**src/uncore_pkg.sv**
```systemverilog
package uncore_pkg;

  localparam int PADDR_W  = 40;
  localparam int DATA_W   = 64;
  localparam int LCE_ID_W = 2;
  localparam int NUM_REQ  = 3;
  localparam int DOMAIN_W = 7;

  // Everything below the DRAM base is the local device space
  localparam logic [PADDR_W-1:0] DRAM_BASE = 40'h00_8000_0000;

  // Device slot held in address bits 23:20
  localparam logic [3:0] BOOT_DEV  = 4'd0;
  localparam logic [3:0] CLINT_DEV = 4'd1;
  localparam logic [3:0] CFG_DEV   = 4'd2;
  localparam logic [3:0] HOST_DEV  = 4'd3;
  localparam logic [3:0] CACHE_DEV = 4'd4;

  localparam logic [19:0] MSIP_OFF     = 20'h0_0000;
  localparam logic [19:0] MTIMECMP_OFF = 20'h0_4000;
  localparam logic [19:0] MTIME_OFF    = 20'h0_bff8;

  typedef union packed {
    logic [PADDR_W-1:0] raw;
    struct packed {
      logic [DOMAIN_W-1:0] domain;
      logic [8:0]          upper;
      logic [3:0]          dev;
      logic [19:0]         offset;
    } fields;
  } paddr_u;

endpackage

```
**src/mem_msg_if.sv**
```systemverilog
// One message channel, valid/ready handshake
interface mem_msg_if;

  logic                             v;
  logic                             ready;
  logic                             wr;
  logic [uncore_pkg::LCE_ID_W-1:0]  lce_id;
  uncore_pkg::paddr_u               addr;
  logic [uncore_pkg::DATA_W-1:0]    data;

  modport src
    (output v
    , output wr
    , output lce_id
    , output addr
    , output data
    , input  ready
    );

  modport dst
    (input  v
    , input  wr
    , input  lce_id
    , input  addr
    , input  data
    , output ready
    );

endinterface

```
**src/two_entry_fifo.sv**
```systemverilog
module two_entry_fifo
  (input  logic     clk_i
  , input logic     rst_n_i
  , mem_msg_if.dst  in_i
  , mem_msg_if.src  out_o
  );

  logic [1:0] full_q;
  logic       wptr_q;
  logic       rptr_q;
  logic       push;
  logic       pop;

  logic [1:0]                                 wr_q;
  logic [1:0][uncore_pkg::LCE_ID_W-1:0]       id_q;
  uncore_pkg::paddr_u [1:0]                   addr_q;
  logic [1:0][uncore_pkg::DATA_W-1:0]         data_q;

  assign in_i.ready = ~(&full_q);
  assign push       = in_i.v & in_i.ready;
  assign out_o.v    = full_q[rptr_q];
  assign pop        = out_o.v & out_o.ready;

  assign out_o.wr     = wr_q[rptr_q];
  assign out_o.lce_id = id_q[rptr_q];
  assign out_o.addr   = addr_q[rptr_q];
  assign out_o.data   = data_q[rptr_q];

  // Push and pop never hit the same slot
  always_ff @(posedge clk_i)
  begin
    if (!rst_n_i)
    begin
      full_q <= 2'b00;
      wptr_q <= 1'b0;
      rptr_q <= 1'b0;
    end
    else
    begin
      if (push)
      begin
        full_q[wptr_q] <= 1'b1;
        wptr_q         <= ~wptr_q;
      end
      if (pop)
      begin
        full_q[rptr_q] <= 1'b0;
        rptr_q         <= ~rptr_q;
      end
    end
  end

  always_ff @(posedge clk_i)
  begin
    if (push)
    begin
      wr_q[wptr_q]   <= in_i.wr;
      id_q[wptr_q]   <= in_i.lce_id;
      addr_q[wptr_q] <= in_i.addr;
      data_q[wptr_q] <= in_i.data;
    end
  end

endmodule

```
**src/cmd_router.sv**
```systemverilog
module cmd_router
  (mem_msg_if.dst  cmd_i [uncore_pkg::NUM_REQ]
  , mem_msg_if.src io_o
  , mem_msg_if.src mem_o
  , mem_msg_if.src local_o
  );

  logic [uncore_pkg::NUM_REQ-1:0]                             req;
  logic [uncore_pkg::NUM_REQ-1:0]                             grant;
  logic [uncore_pkg::NUM_REQ-1:0]                             wr_a;
  logic [uncore_pkg::NUM_REQ-1:0][uncore_pkg::LCE_ID_W-1:0]   id_a;
  logic [uncore_pkg::NUM_REQ-1:0][uncore_pkg::PADDR_W-1:0]    addr_a;
  logic [uncore_pkg::NUM_REQ-1:0][uncore_pkg::DATA_W-1:0]     data_a;

  logic                             all_ready;
  logic                             sel_wr;
  logic [uncore_pkg::LCE_ID_W-1:0]  sel_id;
  uncore_pkg::paddr_u               sel_addr;
  logic [uncore_pkg::DATA_W-1:0]    sel_data;
  logic                             is_local;
  logic                             is_io;
  logic                             is_mem;

  for (genvar i = 0; i < uncore_pkg::NUM_REQ; i++)
  begin : g_port
    assign req[i]         = cmd_i[i].v;
    assign wr_a[i]        = cmd_i[i].wr;
    assign id_a[i]        = cmd_i[i].lce_id;
    assign addr_a[i]      = cmd_i[i].addr.raw;
    assign data_a[i]      = cmd_i[i].data;
    assign cmd_i[i].ready = grant[i];
  end

  // A stalled destination blocks every port
  assign all_ready = io_o.ready & mem_o.ready & local_o.ready;

  // Higher index wins
  always_comb
  begin
    grant = '0;
    for (int i = 0; i < uncore_pkg::NUM_REQ; i++)
    begin
      if (req[i] && all_ready)
      begin
        grant    = '0;
        grant[i] = 1'b1;
      end
    end
  end

  always_comb
  begin
    sel_wr       = 1'b0;
    sel_id       = '0;
    sel_addr.raw = '0;
    sel_data     = '0;
    for (int i = 0; i < uncore_pkg::NUM_REQ; i++)
    begin
      sel_wr       = sel_wr | (wr_a[i] & grant[i]);
      sel_id       = sel_id | (id_a[i] & {uncore_pkg::LCE_ID_W{grant[i]}});
      sel_addr.raw = sel_addr.raw | (addr_a[i] & {uncore_pkg::PADDR_W{grant[i]}});
      sel_data     = sel_data | (data_a[i] & {uncore_pkg::DATA_W{grant[i]}});
    end
  end

  // Memory map decode
  assign is_local = sel_addr.raw < uncore_pkg::DRAM_BASE;
  assign is_io    = (sel_addr.fields.domain != '0)
                  | (is_local & ((sel_addr.fields.dev == uncore_pkg::BOOT_DEV)
                               | (sel_addr.fields.dev == uncore_pkg::HOST_DEV)));
  assign is_mem   = ~is_io & (~is_local | (sel_addr.fields.dev == uncore_pkg::CACHE_DEV));

  assign io_o.v    = (|grant) & is_io;
  assign mem_o.v   = (|grant) & is_mem;
  assign local_o.v = (|grant) & ~is_io & ~is_mem;

  assign io_o.wr        = sel_wr;
  assign io_o.lce_id    = sel_id;
  assign io_o.addr      = sel_addr;
  assign io_o.data      = sel_data;
  assign mem_o.wr       = sel_wr;
  assign mem_o.lce_id   = sel_id;
  assign mem_o.addr     = sel_addr;
  assign mem_o.data     = sel_data;
  assign local_o.wr     = sel_wr;
  assign local_o.lce_id = sel_id;
  assign local_o.addr   = sel_addr;
  assign local_o.data   = sel_data;

endmodule

```
**src/local_devices.sv**
```systemverilog
module local_devices
  (input  logic     clk_i
  , input logic     rst_n_i
  , mem_msg_if.dst  cmd_i
  , mem_msg_if.src  clint_resp_o
  , mem_msg_if.src  loop_resp_o
  , output logic    timer_irq_o
  , output logic    software_irq_o
  );

  logic [uncore_pkg::DATA_W-1:0]    mtime_q;
  logic [uncore_pkg::DATA_W-1:0]    mtimecmp_q;
  logic                             msip_q;
  logic                             timer_irq_q;

  logic                             clint_v_q;
  logic                             loop_v_q;
  logic                             resp_wr_q;
  logic [uncore_pkg::LCE_ID_W-1:0]  resp_id_q;
  uncore_pkg::paddr_u               resp_addr_q;
  logic [uncore_pkg::DATA_W-1:0]    clint_data_q;

  logic                             is_clint;
  logic                             accept;
  logic                             clint_wr;
  logic [uncore_pkg::DATA_W-1:0]    clint_rd;

  assign is_clint = cmd_i.addr.fields.dev == uncore_pkg::CLINT_DEV;

  // Either held response blocks new commands
  assign cmd_i.ready = ~clint_v_q & ~loop_v_q;
  assign accept      = cmd_i.v & cmd_i.ready;
  assign clint_wr    = accept & is_clint & cmd_i.wr;

  always_comb
  begin
    case (cmd_i.addr.fields.offset)
      uncore_pkg::MSIP_OFF:     clint_rd = {{(uncore_pkg::DATA_W-1){1'b0}}, msip_q};
      uncore_pkg::MTIMECMP_OFF: clint_rd = mtimecmp_q;
      uncore_pkg::MTIME_OFF:    clint_rd = mtime_q;
      default:                  clint_rd = '0;
    endcase
  end

  always_ff @(posedge clk_i)
  begin
    if (!rst_n_i)
    begin
      mtime_q     <= '0;
      mtimecmp_q  <= '1;
      msip_q      <= 1'b0;
      timer_irq_q <= 1'b0;
    end
    else
    begin
      mtime_q     <= mtime_q + 1'b1;
      timer_irq_q <= mtime_q >= mtimecmp_q;
      if (clint_wr)
      begin
        case (cmd_i.addr.fields.offset)
          uncore_pkg::MSIP_OFF:     msip_q <= cmd_i.data[0];
          uncore_pkg::MTIMECMP_OFF: mtimecmp_q <= cmd_i.data;
          uncore_pkg::MTIME_OFF:    mtime_q <= cmd_i.data;
          default:                  ;
        endcase
      end
    end
  end

  always_ff @(posedge clk_i)
  begin
    if (!rst_n_i)
    begin
      clint_v_q <= 1'b0;
      loop_v_q  <= 1'b0;
    end
    else
    begin
      if (clint_resp_o.v && clint_resp_o.ready)
        clint_v_q <= 1'b0;
      if (loop_resp_o.v && loop_resp_o.ready)
        loop_v_q <= 1'b0;
      if (accept && is_clint)
        clint_v_q <= 1'b1;
      if (accept && !is_clint)
        loop_v_q <= 1'b1;
    end
  end

  // Only one response is ever held, so both share the payload
  always_ff @(posedge clk_i)
  begin
    if (accept)
    begin
      resp_wr_q    <= cmd_i.wr;
      resp_id_q    <= cmd_i.lce_id;
      resp_addr_q  <= cmd_i.addr;
      clint_data_q <= cmd_i.wr ? '0 : clint_rd;
    end
  end

  assign clint_resp_o.v      = clint_v_q;
  assign clint_resp_o.wr     = resp_wr_q;
  assign clint_resp_o.lce_id = resp_id_q;
  assign clint_resp_o.addr   = resp_addr_q;
  assign clint_resp_o.data   = clint_data_q;

  assign loop_resp_o.v      = loop_v_q;
  assign loop_resp_o.wr     = resp_wr_q;
  assign loop_resp_o.lce_id = resp_id_q;
  assign loop_resp_o.addr   = resp_addr_q;
  assign loop_resp_o.data   = '0;

  assign timer_irq_o    = timer_irq_q;
  assign software_irq_o = msip_q;

endmodule

```
**src/resp_router.sv**
```systemverilog
module resp_router
  (mem_msg_if.dst  loop_i
  , mem_msg_if.dst mem_i
  , mem_msg_if.dst io_i
  , mem_msg_if.dst clint_i
  , mem_msg_if.src resp_o [uncore_pkg::NUM_REQ]
  );

  // Source order, highest priority on top: loopback, memory, I/O, CLINT
  logic [3:0]                               req;
  logic [3:0]                               grant;
  logic [3:0]                               wr_a;
  logic [3:0][uncore_pkg::LCE_ID_W-1:0]     id_a;
  logic [3:0][uncore_pkg::PADDR_W-1:0]      addr_a;
  logic [3:0][uncore_pkg::DATA_W-1:0]       data_a;
  logic [uncore_pkg::NUM_REQ-1:0]           ready_a;

  logic                             sel_wr;
  logic [uncore_pkg::LCE_ID_W-1:0]  sel_id;
  logic [uncore_pkg::PADDR_W-1:0]   sel_addr;
  logic [uncore_pkg::DATA_W-1:0]    sel_data;

  assign req    = {loop_i.v, mem_i.v, io_i.v, clint_i.v};
  assign wr_a   = {loop_i.wr, mem_i.wr, io_i.wr, clint_i.wr};
  assign id_a   = {loop_i.lce_id, mem_i.lce_id, io_i.lce_id, clint_i.lce_id};
  assign addr_a = {loop_i.addr.raw, mem_i.addr.raw, io_i.addr.raw, clint_i.addr.raw};
  assign data_a = {loop_i.data, mem_i.data, io_i.data, clint_i.data};

  // Taken only while every response FIFO has room
  always_comb
  begin
    grant = '0;
    for (int i = 0; i < 4; i++)
    begin
      if (req[i] && (&ready_a))
      begin
        grant    = '0;
        grant[i] = 1'b1;
      end
    end
  end

  assign {loop_i.ready, mem_i.ready, io_i.ready, clint_i.ready} = grant;

  always_comb
  begin
    sel_wr   = 1'b0;
    sel_id   = '0;
    sel_addr = '0;
    sel_data = '0;
    for (int i = 0; i < 4; i++)
    begin
      sel_wr   = sel_wr | (wr_a[i] & grant[i]);
      sel_id   = sel_id | (id_a[i] & {uncore_pkg::LCE_ID_W{grant[i]}});
      sel_addr = sel_addr | (addr_a[i] & {uncore_pkg::PADDR_W{grant[i]}});
      sel_data = sel_data | (data_a[i] & {uncore_pkg::DATA_W{grant[i]}});
    end
  end

  for (genvar i = 0; i < uncore_pkg::NUM_REQ; i++)
  begin : g_out
    assign ready_a[i]       = resp_o[i].ready;
    assign resp_o[i].v      = (|grant) & (int'(sel_id) == i);
    assign resp_o[i].wr     = sel_wr;
    assign resp_o[i].lce_id = sel_id;
    assign resp_o[i].addr   = sel_addr;
    assign resp_o[i].data   = sel_data;
  end

endmodule

```
**src/uncore_top.sv**
```systemverilog
module uncore_top
  (input  logic                                                   clk_i
  , input  logic                                                  rst_n_i

  , input  logic [uncore_pkg::NUM_REQ-1:0]                        proc_cmd_v_i
  , input  logic [uncore_pkg::NUM_REQ-1:0]                        proc_cmd_wr_i
  , input  logic [uncore_pkg::NUM_REQ-1:0][uncore_pkg::PADDR_W-1:0] proc_cmd_addr_i
  , input  logic [uncore_pkg::NUM_REQ-1:0][uncore_pkg::DATA_W-1:0]  proc_cmd_data_i
  , output logic [uncore_pkg::NUM_REQ-1:0]                        proc_cmd_ready_o

  , output logic [uncore_pkg::NUM_REQ-1:0]                        proc_resp_v_o
  , output logic [uncore_pkg::NUM_REQ-1:0][uncore_pkg::DATA_W-1:0]  proc_resp_data_o
  , input  logic [uncore_pkg::NUM_REQ-1:0]                        proc_resp_ready_i

  , output logic                                                  io_cmd_v_o
  , output logic                                                  io_cmd_wr_o
  , output logic [uncore_pkg::LCE_ID_W-1:0]                       io_cmd_lce_id_o
  , output logic [uncore_pkg::PADDR_W-1:0]                        io_cmd_addr_o
  , output logic [uncore_pkg::DATA_W-1:0]                         io_cmd_data_o
  , input  logic                                                  io_cmd_ready_i
  , input  logic                                                  io_resp_v_i
  , input  logic [uncore_pkg::LCE_ID_W-1:0]                       io_resp_lce_id_i
  , input  logic [uncore_pkg::DATA_W-1:0]                         io_resp_data_i
  , output logic                                                  io_resp_yumi_o

  , output logic                                                  mem_cmd_v_o
  , output logic                                                  mem_cmd_wr_o
  , output logic [uncore_pkg::LCE_ID_W-1:0]                       mem_cmd_lce_id_o
  , output logic [uncore_pkg::PADDR_W-1:0]                        mem_cmd_addr_o
  , output logic [uncore_pkg::DATA_W-1:0]                         mem_cmd_data_o
  , input  logic                                                  mem_cmd_ready_i
  , input  logic                                                  mem_resp_v_i
  , input  logic [uncore_pkg::LCE_ID_W-1:0]                       mem_resp_lce_id_i
  , input  logic [uncore_pkg::DATA_W-1:0]                         mem_resp_data_i
  , output logic                                                  mem_resp_yumi_o

  , output logic                                                  timer_irq_o
  , output logic                                                  software_irq_o
  );

  mem_msg_if cmd_in [uncore_pkg::NUM_REQ] ();
  mem_msg_if cmd_q [uncore_pkg::NUM_REQ] ();
  mem_msg_if resp_in [uncore_pkg::NUM_REQ] ();
  mem_msg_if resp_q [uncore_pkg::NUM_REQ] ();
  mem_msg_if io_cmd ();
  mem_msg_if mem_cmd ();
  mem_msg_if local_cmd ();
  mem_msg_if io_resp ();
  mem_msg_if mem_resp ();
  mem_msg_if clint_resp ();
  mem_msg_if loop_resp ();

  for (genvar i = 0; i < uncore_pkg::NUM_REQ; i++)
  begin : g_port
    // Port index becomes the requester id
    assign cmd_in[i].v        = proc_cmd_v_i[i];
    assign cmd_in[i].wr       = proc_cmd_wr_i[i];
    assign cmd_in[i].lce_id   = uncore_pkg::LCE_ID_W'(i);
    assign cmd_in[i].addr.raw = proc_cmd_addr_i[i];
    assign cmd_in[i].data     = proc_cmd_data_i[i];
    assign proc_cmd_ready_o[i] = cmd_in[i].ready;

    two_entry_fifo i_cmd_fifo (.clk_i, .rst_n_i, .in_i(cmd_in[i]), .out_o(cmd_q[i]));
    two_entry_fifo i_resp_fifo (.clk_i, .rst_n_i, .in_i(resp_in[i]), .out_o(resp_q[i]));

    assign proc_resp_v_o[i]    = resp_q[i].v;
    assign proc_resp_data_o[i] = resp_q[i].data;
    assign resp_q[i].ready     = proc_resp_ready_i[i];
  end

  cmd_router i_cmd_router
    (.cmd_i(cmd_q)
    , .io_o(io_cmd)
    , .mem_o(mem_cmd)
    , .local_o(local_cmd)
    );

  assign io_cmd_v_o      = io_cmd.v;
  assign io_cmd_wr_o     = io_cmd.wr;
  assign io_cmd_lce_id_o = io_cmd.lce_id;
  assign io_cmd_addr_o   = io_cmd.addr.raw;
  assign io_cmd_data_o   = io_cmd.data;
  assign io_cmd.ready    = io_cmd_ready_i;

  assign mem_cmd_v_o      = mem_cmd.v;
  assign mem_cmd_wr_o     = mem_cmd.wr;
  assign mem_cmd_lce_id_o = mem_cmd.lce_id;
  assign mem_cmd_addr_o   = mem_cmd.addr.raw;
  assign mem_cmd_data_o   = mem_cmd.data;
  assign mem_cmd.ready    = mem_cmd_ready_i;

  local_devices i_local_devices
    (.clk_i
    , .rst_n_i
    , .cmd_i(local_cmd)
    , .clint_resp_o(clint_resp)
    , .loop_resp_o(loop_resp)
    , .timer_irq_o
    , .software_irq_o
    );

  // External responses carry only id and data
  assign io_resp.v        = io_resp_v_i;
  assign io_resp.wr       = 1'b0;
  assign io_resp.lce_id   = io_resp_lce_id_i;
  assign io_resp.addr.raw = '0;
  assign io_resp.data     = io_resp_data_i;
  assign io_resp_yumi_o   = io_resp.ready;

  assign mem_resp.v        = mem_resp_v_i;
  assign mem_resp.wr       = 1'b0;
  assign mem_resp.lce_id   = mem_resp_lce_id_i;
  assign mem_resp.addr.raw = '0;
  assign mem_resp.data     = mem_resp_data_i;
  assign mem_resp_yumi_o   = mem_resp.ready;

  resp_router i_resp_router
    (.loop_i(loop_resp)
    , .mem_i(mem_resp)
    , .io_i(io_resp)
    , .clint_i(clint_resp)
    , .resp_o(resp_in)
    );

endmodule

```
**config.mk**
```make
export PLATFORM = sky130hd
export DESIGN_NAME = uncore_top
export DESIGN_NICKNAME = d
export VERILOG_FILES = /design/src/uncore_pkg.sv /design/src/mem_msg_if.sv /design/src/two_entry_fifo.sv /design/src/cmd_router.sv /design/src/local_devices.sv /design/src/resp_router.sv /design/src/uncore_top.sv
export SDC_FILE = /design/constraint.sdc
export NUM_CORES = 1
export LEC_CHECK = 0
export BUFFER_PORTS_ARGS = -buffer_cell sky130_fd_sc_hd__clkbuf_2
export CELL_PAD_IN_SITES_DETAIL_PLACEMENT = 1
export CELL_PAD_IN_SITES_GLOBAL_PLACEMENT = 1
export CORE_ASPECT_RATIO = 0.9
export CORE_MARGIN = 1
export CORE_UTILIZATION = 47
export CTS_CLUSTER_DIAMETER = 200
export CTS_CLUSTER_SIZE = 12
export DETAILED_ROUTE_END_ITERATION = 6
export GPL_TIMING_DRIVEN = 0
export PLACE_DENSITY_LB_ADDON = 0.25
export SYNTH_ARGS = -nofsm -noshare
export SYNTH_HDL_FRONTEND = slang
export SYNTH_SLANG_ARGS = --single-unit
```
**constraint.sdc**
```tcl
create_clock -name clk_i -period 9.2 [get_ports clk_i]
set_clock_uncertainty 0.1 [all_clocks]
set_input_delay 0.46 -clock clk_i [delete_from_list [all_inputs] [get_ports clk_i]]
set_output_delay 0.46 -clock clk_i [all_outputs]
set_load 0.01 [all_outputs]
```
==> reports/metrics.cfg, run 1 <==
[logic_synthesis]
synthesis.instances = 3468
synth_seq_cells = 1248
synth_compound_area_frac = 0.08758
synthTopCellsByArea = edfxtp_1 (63%), dfxtp_1 (6.0%), mux2_2 (5.0%)
synth_top_family_by_area = compound AO/OA/AOI/OAI gates
mappedNetlistArea_um2 = 51760
yosys.area_share.simple = 0.06253
synth_most_common_cell = edfxtp_1
synth.largest_area_cell = edfxtp_1
yosys_warnings = 0
syn_avg_cell_area_um2 = 14.93
ys_async_sr_fraction = 0
synth-edff-count = 1092
muxShareOfSynthArea = 0.08151
synth_cell_type_count = 82
synth_flop_cell = edfxtp_1
syn_nets = 3992
synth-adder-area-share = 0.01571
yosys.area_share.xor_xnor = 0.01184
synth_top_area_frac = 0.6335
ys_seq_area_frac = 0.6939
synth_commonest_cells = edfxtp_1 (1092), mux2_2 (232), nor2_1 (226)

[grt]
antenna_found_initial = 40
grt_pass1_vias = 39949
track_usage = 0.3463
gr-total-overflow = 0
grt_start_max_net_pins = 56
grt_pass1_wl_um = 278300

[routing]
dr.first_iter.drc_count = 3987
avgRoutedWirePerCell_um = 31.25
via_per_inst = 6.022
ant_nets = 0
firstDrtPassIters = 7
vias = 38527
drt_wl_total_um = 199900
drc = 8

[layout]
nFillCells = 10719
layout.nets = 5345
synthToLayoutAreaGrowth_pct = 26.30
drive_gt1_frac = 0.3093
regArea_um2 = 35910
multi_input_area_um2 = 13500
fin_cells = 6398

[critical_path]
crit_top_cell = clkbuf_1
regToRegSetupSlack_ns = 3.45
slowest_stage = nor2b_1
max_stage_delay_ns = 0.91
cp.required_ns = 8.64
arrival_ns = 5.85
start_kind = flop
crit_type = reg2out
cp_num_buf_inv = 6
end_kind = output port
crit_family = buffers and inverters
crit_path_cell_trace = nor2b_1 > and2_1 > clkbuf_1 > clkbuf_1 > buf_1 > clkbuf_1 > a222oi_1 > nand2_1 > buf_4 > clkbuf_2
cp_max_fo = 10

[run]
cap_viol_max_count = 0

[timing]
finalWorstSetupSlack_ns = 2.788
final-setup-viol-count = 0
min_period_over_period = 0.6969
fmaxAchievable_mhz = 156.0
slew_headroom = 0.09047
fin_crit_ns = 6.412
finalHoldViolCount = 0
maxSlewViolCount = 0
rsz0062_at_grt = false
worstMarginPinSlew_ns = 1.364
holdWs_ns = 0.05352

[floorplan]
die_w_um = 351.8
dieArea_um2 = 111500
initial_utilization = 0.4740
ios = 877
rows = 115
die_h_um = 316.8
core_um2 = 109200

[clock_network]
cts_hold_repair.buffers = 318
insertion_delay_ns = 0.73
cts_resized = 0
root_buffer = clkbuf_16
post_cts_buffers = 0
cts_buffers = 113
clkSinkCount = 1248
path_clk_slew_ns = 0.06
clockBufferDepth = 3
cts_htree_levels = 3
cts_tree = built

[outcome]
violations = DRC
outcome = finished with violations

[pwr]
p_per_area_nw_per_um2 = 202.3
leakagePower_nw = 25.85
peakVddDrop_mv = 0.2012

[place]
place_ws_ns = 3.687
gp_congestion = 0.8885
dp_hpwl_um = 134800
place_inst = 5850
place.port_buffers = 875

[hold_path]
hold_path.class = in2reg

sequential cells by signal, indices dropped and copies added, names as in the netlist:
name,flops
g_port.i_cmd_fifo.data_q,384
i_local_devices.clint_resp_o.v,1
g_port.i_cmd_fifo.wptr_q,3
i_local_devices.software_irq_o,1
i_local_devices.clint_resp_o.lce_id,2
i_local_devices.timer_irq_o,1
g_port.i_resp_fifo.data_q,384
g_port.i_resp_fifo.rptr_q,3
g_port.i_cmd_fifo.full_q,6
g_port.i_cmd_fifo.wr_q,6
g_port.i_resp_fifo.full_q,6
g_port.i_cmd_fifo.rptr_q,3
i_local_devices.mtime_q,64
g_port.i_resp_fifo.wptr_q,3
g_port.i_cmd_fifo.addr_q,240
i_local_devices.mtimecmp_q,64
g_port.i_cmd_fifo.id_q,12
i_local_devices.loop_resp_o.v,1
i_local_devices.clint_resp_o.data,64
tightest hold or removal path, delay by kind of cell:
| kind | cells | cell delay (ns) |
|---|---|---|
| buffers and inverters | 2 | 0.22 |
| AOI/OAI and AO/OA | 1 | 0.06 |
per-layer routing:
| metal | share of wire | wire [µm] | vias up | track usage |
|---|---|---|---|---|
| li1 | - | - | 16039 | - |
| met1 | 0.37 | 74190 | 19488 | 0.4194 |
| met2 | 0.48 | 96920 | 2414 | 0.5777 |
| met3 | 0.087 | 17320 | 578 | 0.07739 |
| met4 | 0.057 | 11460 | 8 | 0.1865 |
| met5 | 0.00028 | 55 | - | 0 |
final cells by class:
class,count,area share
Clock buffer,181,0.04781
Buffer,320,0.02725
Multi-Input combinational cell,1727,0.2064
Clock inverter,5,0.001780
Inverter,173,0.009933
Tap cell,1462,0.02798
Antenna cell,44,0.001684
Timing Repair Buffer,1238,0.1278
Sequential cell,1248,0.5494
metrics by stage:
stage	cell area, µm²	power (mW)	utilization	setup TNS, ns
4_1_cts	65260	13.11	0.5976	0
5_1_grt	65360	13.53	0.5985	0
3_5_place_dp	58840	8.660	0.5388	0
3_3_place_gp	57970	8.584	0.5308	-561.28
6_report	65370	13.22	0.5986	0
2_1_floorplan	51760	7.759	-	0
cells by family (layout without fill, tap and decap cells):
kind of cell | after synthesis | after routing
flops | 1248 | 1248
simple gates | 651 | 651
compound gates | 561 | 561
buf+inv | 493 | 1917
mux | 380 | 380
xor+xnor | 70 | 70
fa+ha+maj | 65 | 65
other cells | 0 | 44
cells in the final DEF (no fill, tap or decap), types with 42 or more instances in the layout:
cell | netlist | final
clkbuf_16 | 0 | 115
xnor2_1 | 42 | 42
ha_1 | 65 | 65
nand2_1 | 113 | 113
diode_2 | 0 | 44
dlygate4sd3_1 | 0 | 318
edfxtp_1 | 1092 | 1092
buf_4 | 121 | 125
and3_1 | 48 | 45
nor2_1 | 226 | 221
o21ai_0 | 79 | 79
mux2i_1 | 122 | 122
a22oi_1 | 79 | 79
inv_1 | 172 | 172
a221o_1 | 45 | 45
clkbuf_2 | 0 | 875
a222oi_1 | 78 | 78
dfxtp_1 | 156 | 156
clkbuf_1 | 123 | 189
nand3_1 | 109 | 109
a32oi_1 | 62 | 62
mux2_2 | 232 | 232
where the power goes:
part | total (mW) | switching, mW | internal [mW] | leakage (nW)
sequential | 6.79 | 0.143 | 6.64 | 11.5
combinational | 1.96 | 1.25 | 0.706 | 12.8
clock | 4.48 | 2.16 | 2.32 | 1.54
total | 13.2 | 3.56 | 9.67 | 25.9
path summary, 6_finish.rpt:
kind	start	endpoint	cells after the start
worst max-delay path	g_port[2].i_cmd_fifo.full_q[0]$_SDFF_PN0_	mem_cmd_lce_id_o[0]	10
worst min-delay path	mem_resp_data_i[63]	g_port[0].i_resp_fifo.data_q[63]$_DFFE_PP_	3
worst max register to register	g_port[0].i_cmd_fifo.rptr_q$_SDFFE_PN0P_	i_local_devices.clint_resp_o.data[35]$_SDFFCE_PP0P_	12
worst min register to register	i_local_devices.software_irq_o$_SDFFE_PN0P_	i_local_devices.software_irq_o$_SDFFE_PN0P_	2
Note: power is estimated with default switching activity, not from simulation.
==> run 2, diff against run 1 <==
--- a/config.mk
+++ b/config.mk
@@ -10,7 +10,7 @@
 export CELL_PAD_IN_SITES_GLOBAL_PLACEMENT = 1
 export CORE_ASPECT_RATIO = 0.9
 export CORE_MARGIN = 1
-export CORE_UTILIZATION = 47
+export CORE_UTILIZATION = 42
 export CTS_CLUSTER_DIAMETER = 200
 export CTS_CLUSTER_SIZE = 12
 export DETAILED_ROUTE_END_ITERATION = 6
==> constraint.sdc (replaced) <==
create_clock -name clk_i -period 5.85 [get_ports clk_i]
set_clock_uncertainty 0.1 [all_clocks]
set_input_delay 0.2925 -clock clk_i [delete_from_list [all_inputs] [get_ports clk_i]]
set_output_delay 0.2925 -clock clk_i [all_outputs]
set_load 0.01 [all_outputs]
==> run 2 against run 1 <==
The run still ends with DRC left. Flip-flop and latch count unchanged. Sequential share of layout area decreased by 1.3 points. Clock power increased by 57%. Register-to-register slack got worse by 3.4 ns. Critical path depth increased by 2. Wire length decreased by 0.36%. Utilization decreased by 4.8 points. Sequential power increased by 58%. Worst hold slack got worse by 0.042 ns.
==> reports/metrics.cfg, run 2 (synthesis results as in run 1) <==
[timing]
finalWorstSetupSlack_ns = 0.05069
final-setup-viol-count = 0
fin_crit_ns = 5.799
min_period_over_period = 0.9913
setup_tns_ns = 0
slew_headroom = 0.003669
finalHoldViolCount = 0
worstMarginPinSlew_ns = 1.494
fmaxAchievable_mhz = 172.4
maxSlewViolCount = 0

[outcome]
outcome = finished with violations
violations = DRC

[critical_path]
crit_type = reg2reg
cp_max_fo = 10
reg2reg_depth = 12
start_kind = flop
end_kind = flop
cp.required_ns = 6.35
arrival_ns = 6.30

[floorplan]
die_h_um = 335.0
initial_utilization = 0.4258
die_w_um = 372.0
core_um2 = 121600
ios = 877
rows = 121
dieArea_um2 = 124700

[routing]
drc = 8
avgRoutedWirePerCell_um = 29.90
ant_nets = 0
wl_met1_um = 78260
dr.first_iter.drc_count = 4013
top_layer = met5
via_per_inst = 5.760
met3_length_um = 15530
vias = 38381
drt_wl_total_um = 199200
firstDrtPassIters = 7
wl_met2_um = 96220

[layout]
nFillCells = 12066
drive_gt1_frac = 0.3029
layout_common_cells = edfxtp_1 (1092), clkbuf_2 (880), dlygate4sd3_1 (445)
multi_input_area_um2 = 13520
synthToLayoutAreaGrowth_pct = 29.42
final_common_cell = edfxtp_1
layout.nets = 5467
regArea_um2 = 35910
reg.largest.list = g_port.i_cmd_fifo.data_q (384), g_port.i_resp_fifo.data_q (384), g_port.i_cmd_fifo.addr_q (240)

[place]
place_ws_ns = 0.2072
gp_congestion = 0.8984
place.port_buffers = 875
dp_hpwl_um = 137900

[clock_network]
insertion_delay_ns = 0.77
cts_buffers = 113
path_clk_slew_ns = 0.07
cts_htree_levels = 3
clockBufferDepth = 3
cts_tree = built
clkSinkCount = 1248
root_buffer = clkbuf_16
post_cts_buffers = 0

[grt]
grt_pass1_wl_um = 279600
track_usage = 0.3095
grt_pass1_vias = 39611
antenna_found_initial = 51
gr-total-overflow = 0
grt_start_max_net_pins = 53

[hold_path]
hold_depth = 3
hold_path.class = in2reg

[pwr]
p_per_area_nw_per_um2 = 312.4
peakVddDrop_mv = 0.2776
leakagePower_nw = 26.38

[run]
cap_viol_max_count = 0

## run 2: cell count changes in the layout (fill, tap and decap cells not counted), sizes merged
| cell | change |
|---|---|
| dlygate4sd3 | +127 |
| clkdlybuf4s15 | +2 |
| diode | +5 |
| buf | -8 |
| clkbuf | +1 |
| clkinv | +1 |
## run 2: power by group
part | leakage [nW] | switching [mW] | internal [mW]
Combinational | 13.3 | 2.00 | 1.22
Sequential | 11.5 | 0.213 | 10.4
Clock | 1.54 | 3.41 | 3.62
## run 2: stage by stage
stage | total power [mW] | std cells | hold slack, ns | util | instance area [µm²]
after CTS | 20.83 | 6613 | 0.004867 | 0.5498 | 66840
final | 20.92 | 6663 | 0.01162 | 0.5510 | 66990
after global placement | 13.50 | 5942 | 0.3709 | 0.4784 | 58160
after detailed placement | 13.68 | 5982 | 0.3856 | 0.4863 | 59130
after floorplan | 12.18 | 3468 | 0.2914 | - | 51780
after global routing | 21.48 | 6659 | 0.0009410 | 0.5509 | 66980
## run 2: area by class of cell
| class | instances | area share |
|---|---|---|
| diodes | 49 | 0.001830 |
| plain buffers | 319 | 0.02684 |
| multi-input cells | 1727 | 0.2019 |
| flip-flops and latches | 1248 | 0.5361 |
| well taps | 1599 | 0.02987 |
| repair buffers | 1361 | 0.1452 |
| clock buffers | 181 | 0.04634 |
| inverters | 173 | 0.009694 |
| clock inverters | 6 | 0.002185 |
## run 2: final timing paths
| check | startpoint | to | slack, ns |
|---|---|---|---|
| setup / recovery | g_port[0].i_cmd_fifo.rptr_q$_SDFFE_PN0P_ | i_local_devices.clint_resp_o.data[34]$_SDFFCE_PP0P_ | 0.05 |
| hold reg to reg | i_local_devices.software_irq_o$_SDFFE_PN0P_ | i_local_devices.software_irq_o$_SDFFE_PN0P_ | 0.42 |
| hold / removal | io_resp_data_i[19] | g_port[2].i_resp_fifo.data_q[19]$_DFFE_PP_ | 0.01 |
| setup reg to reg | g_port[0].i_cmd_fifo.rptr_q$_SDFFE_PN0P_ | i_local_devices.clint_resp_o.data[34]$_SDFFCE_PP0P_ | 0.05 |
## run 2: what timing repair did
action / in CTS / in global routing
hold buffers: 445 / 0
endpoints found under the setup margin: 15 / 8
hold endpoints to repair: 1044 / 0
gates resized for setup: 5 / 10
## run 2: worst max-delay path: stages, from the launching register on
cell and delay [ns]:
dfxtp_1 0.56, buf_2 0.39, buf_4 0.32, buf_2 0.52, mux2_1 0.41, a2111o_1 0.53, nor3_1 0.71, nand2_1 0.28
nor3_1 0.63, buf_2 0.43, buf_2 0.32, a32oi_1 0.20, nor2_1 0.21
## run 2: layer usage
metal | global-route usage | vias up
met5 | 0 | -
met2 | 0.5112 | 1990
met4 | 0.1356 | 12
met3 | 0.06112 | 472
li1 | - | 16302
met1 | 0.3940 | 19605
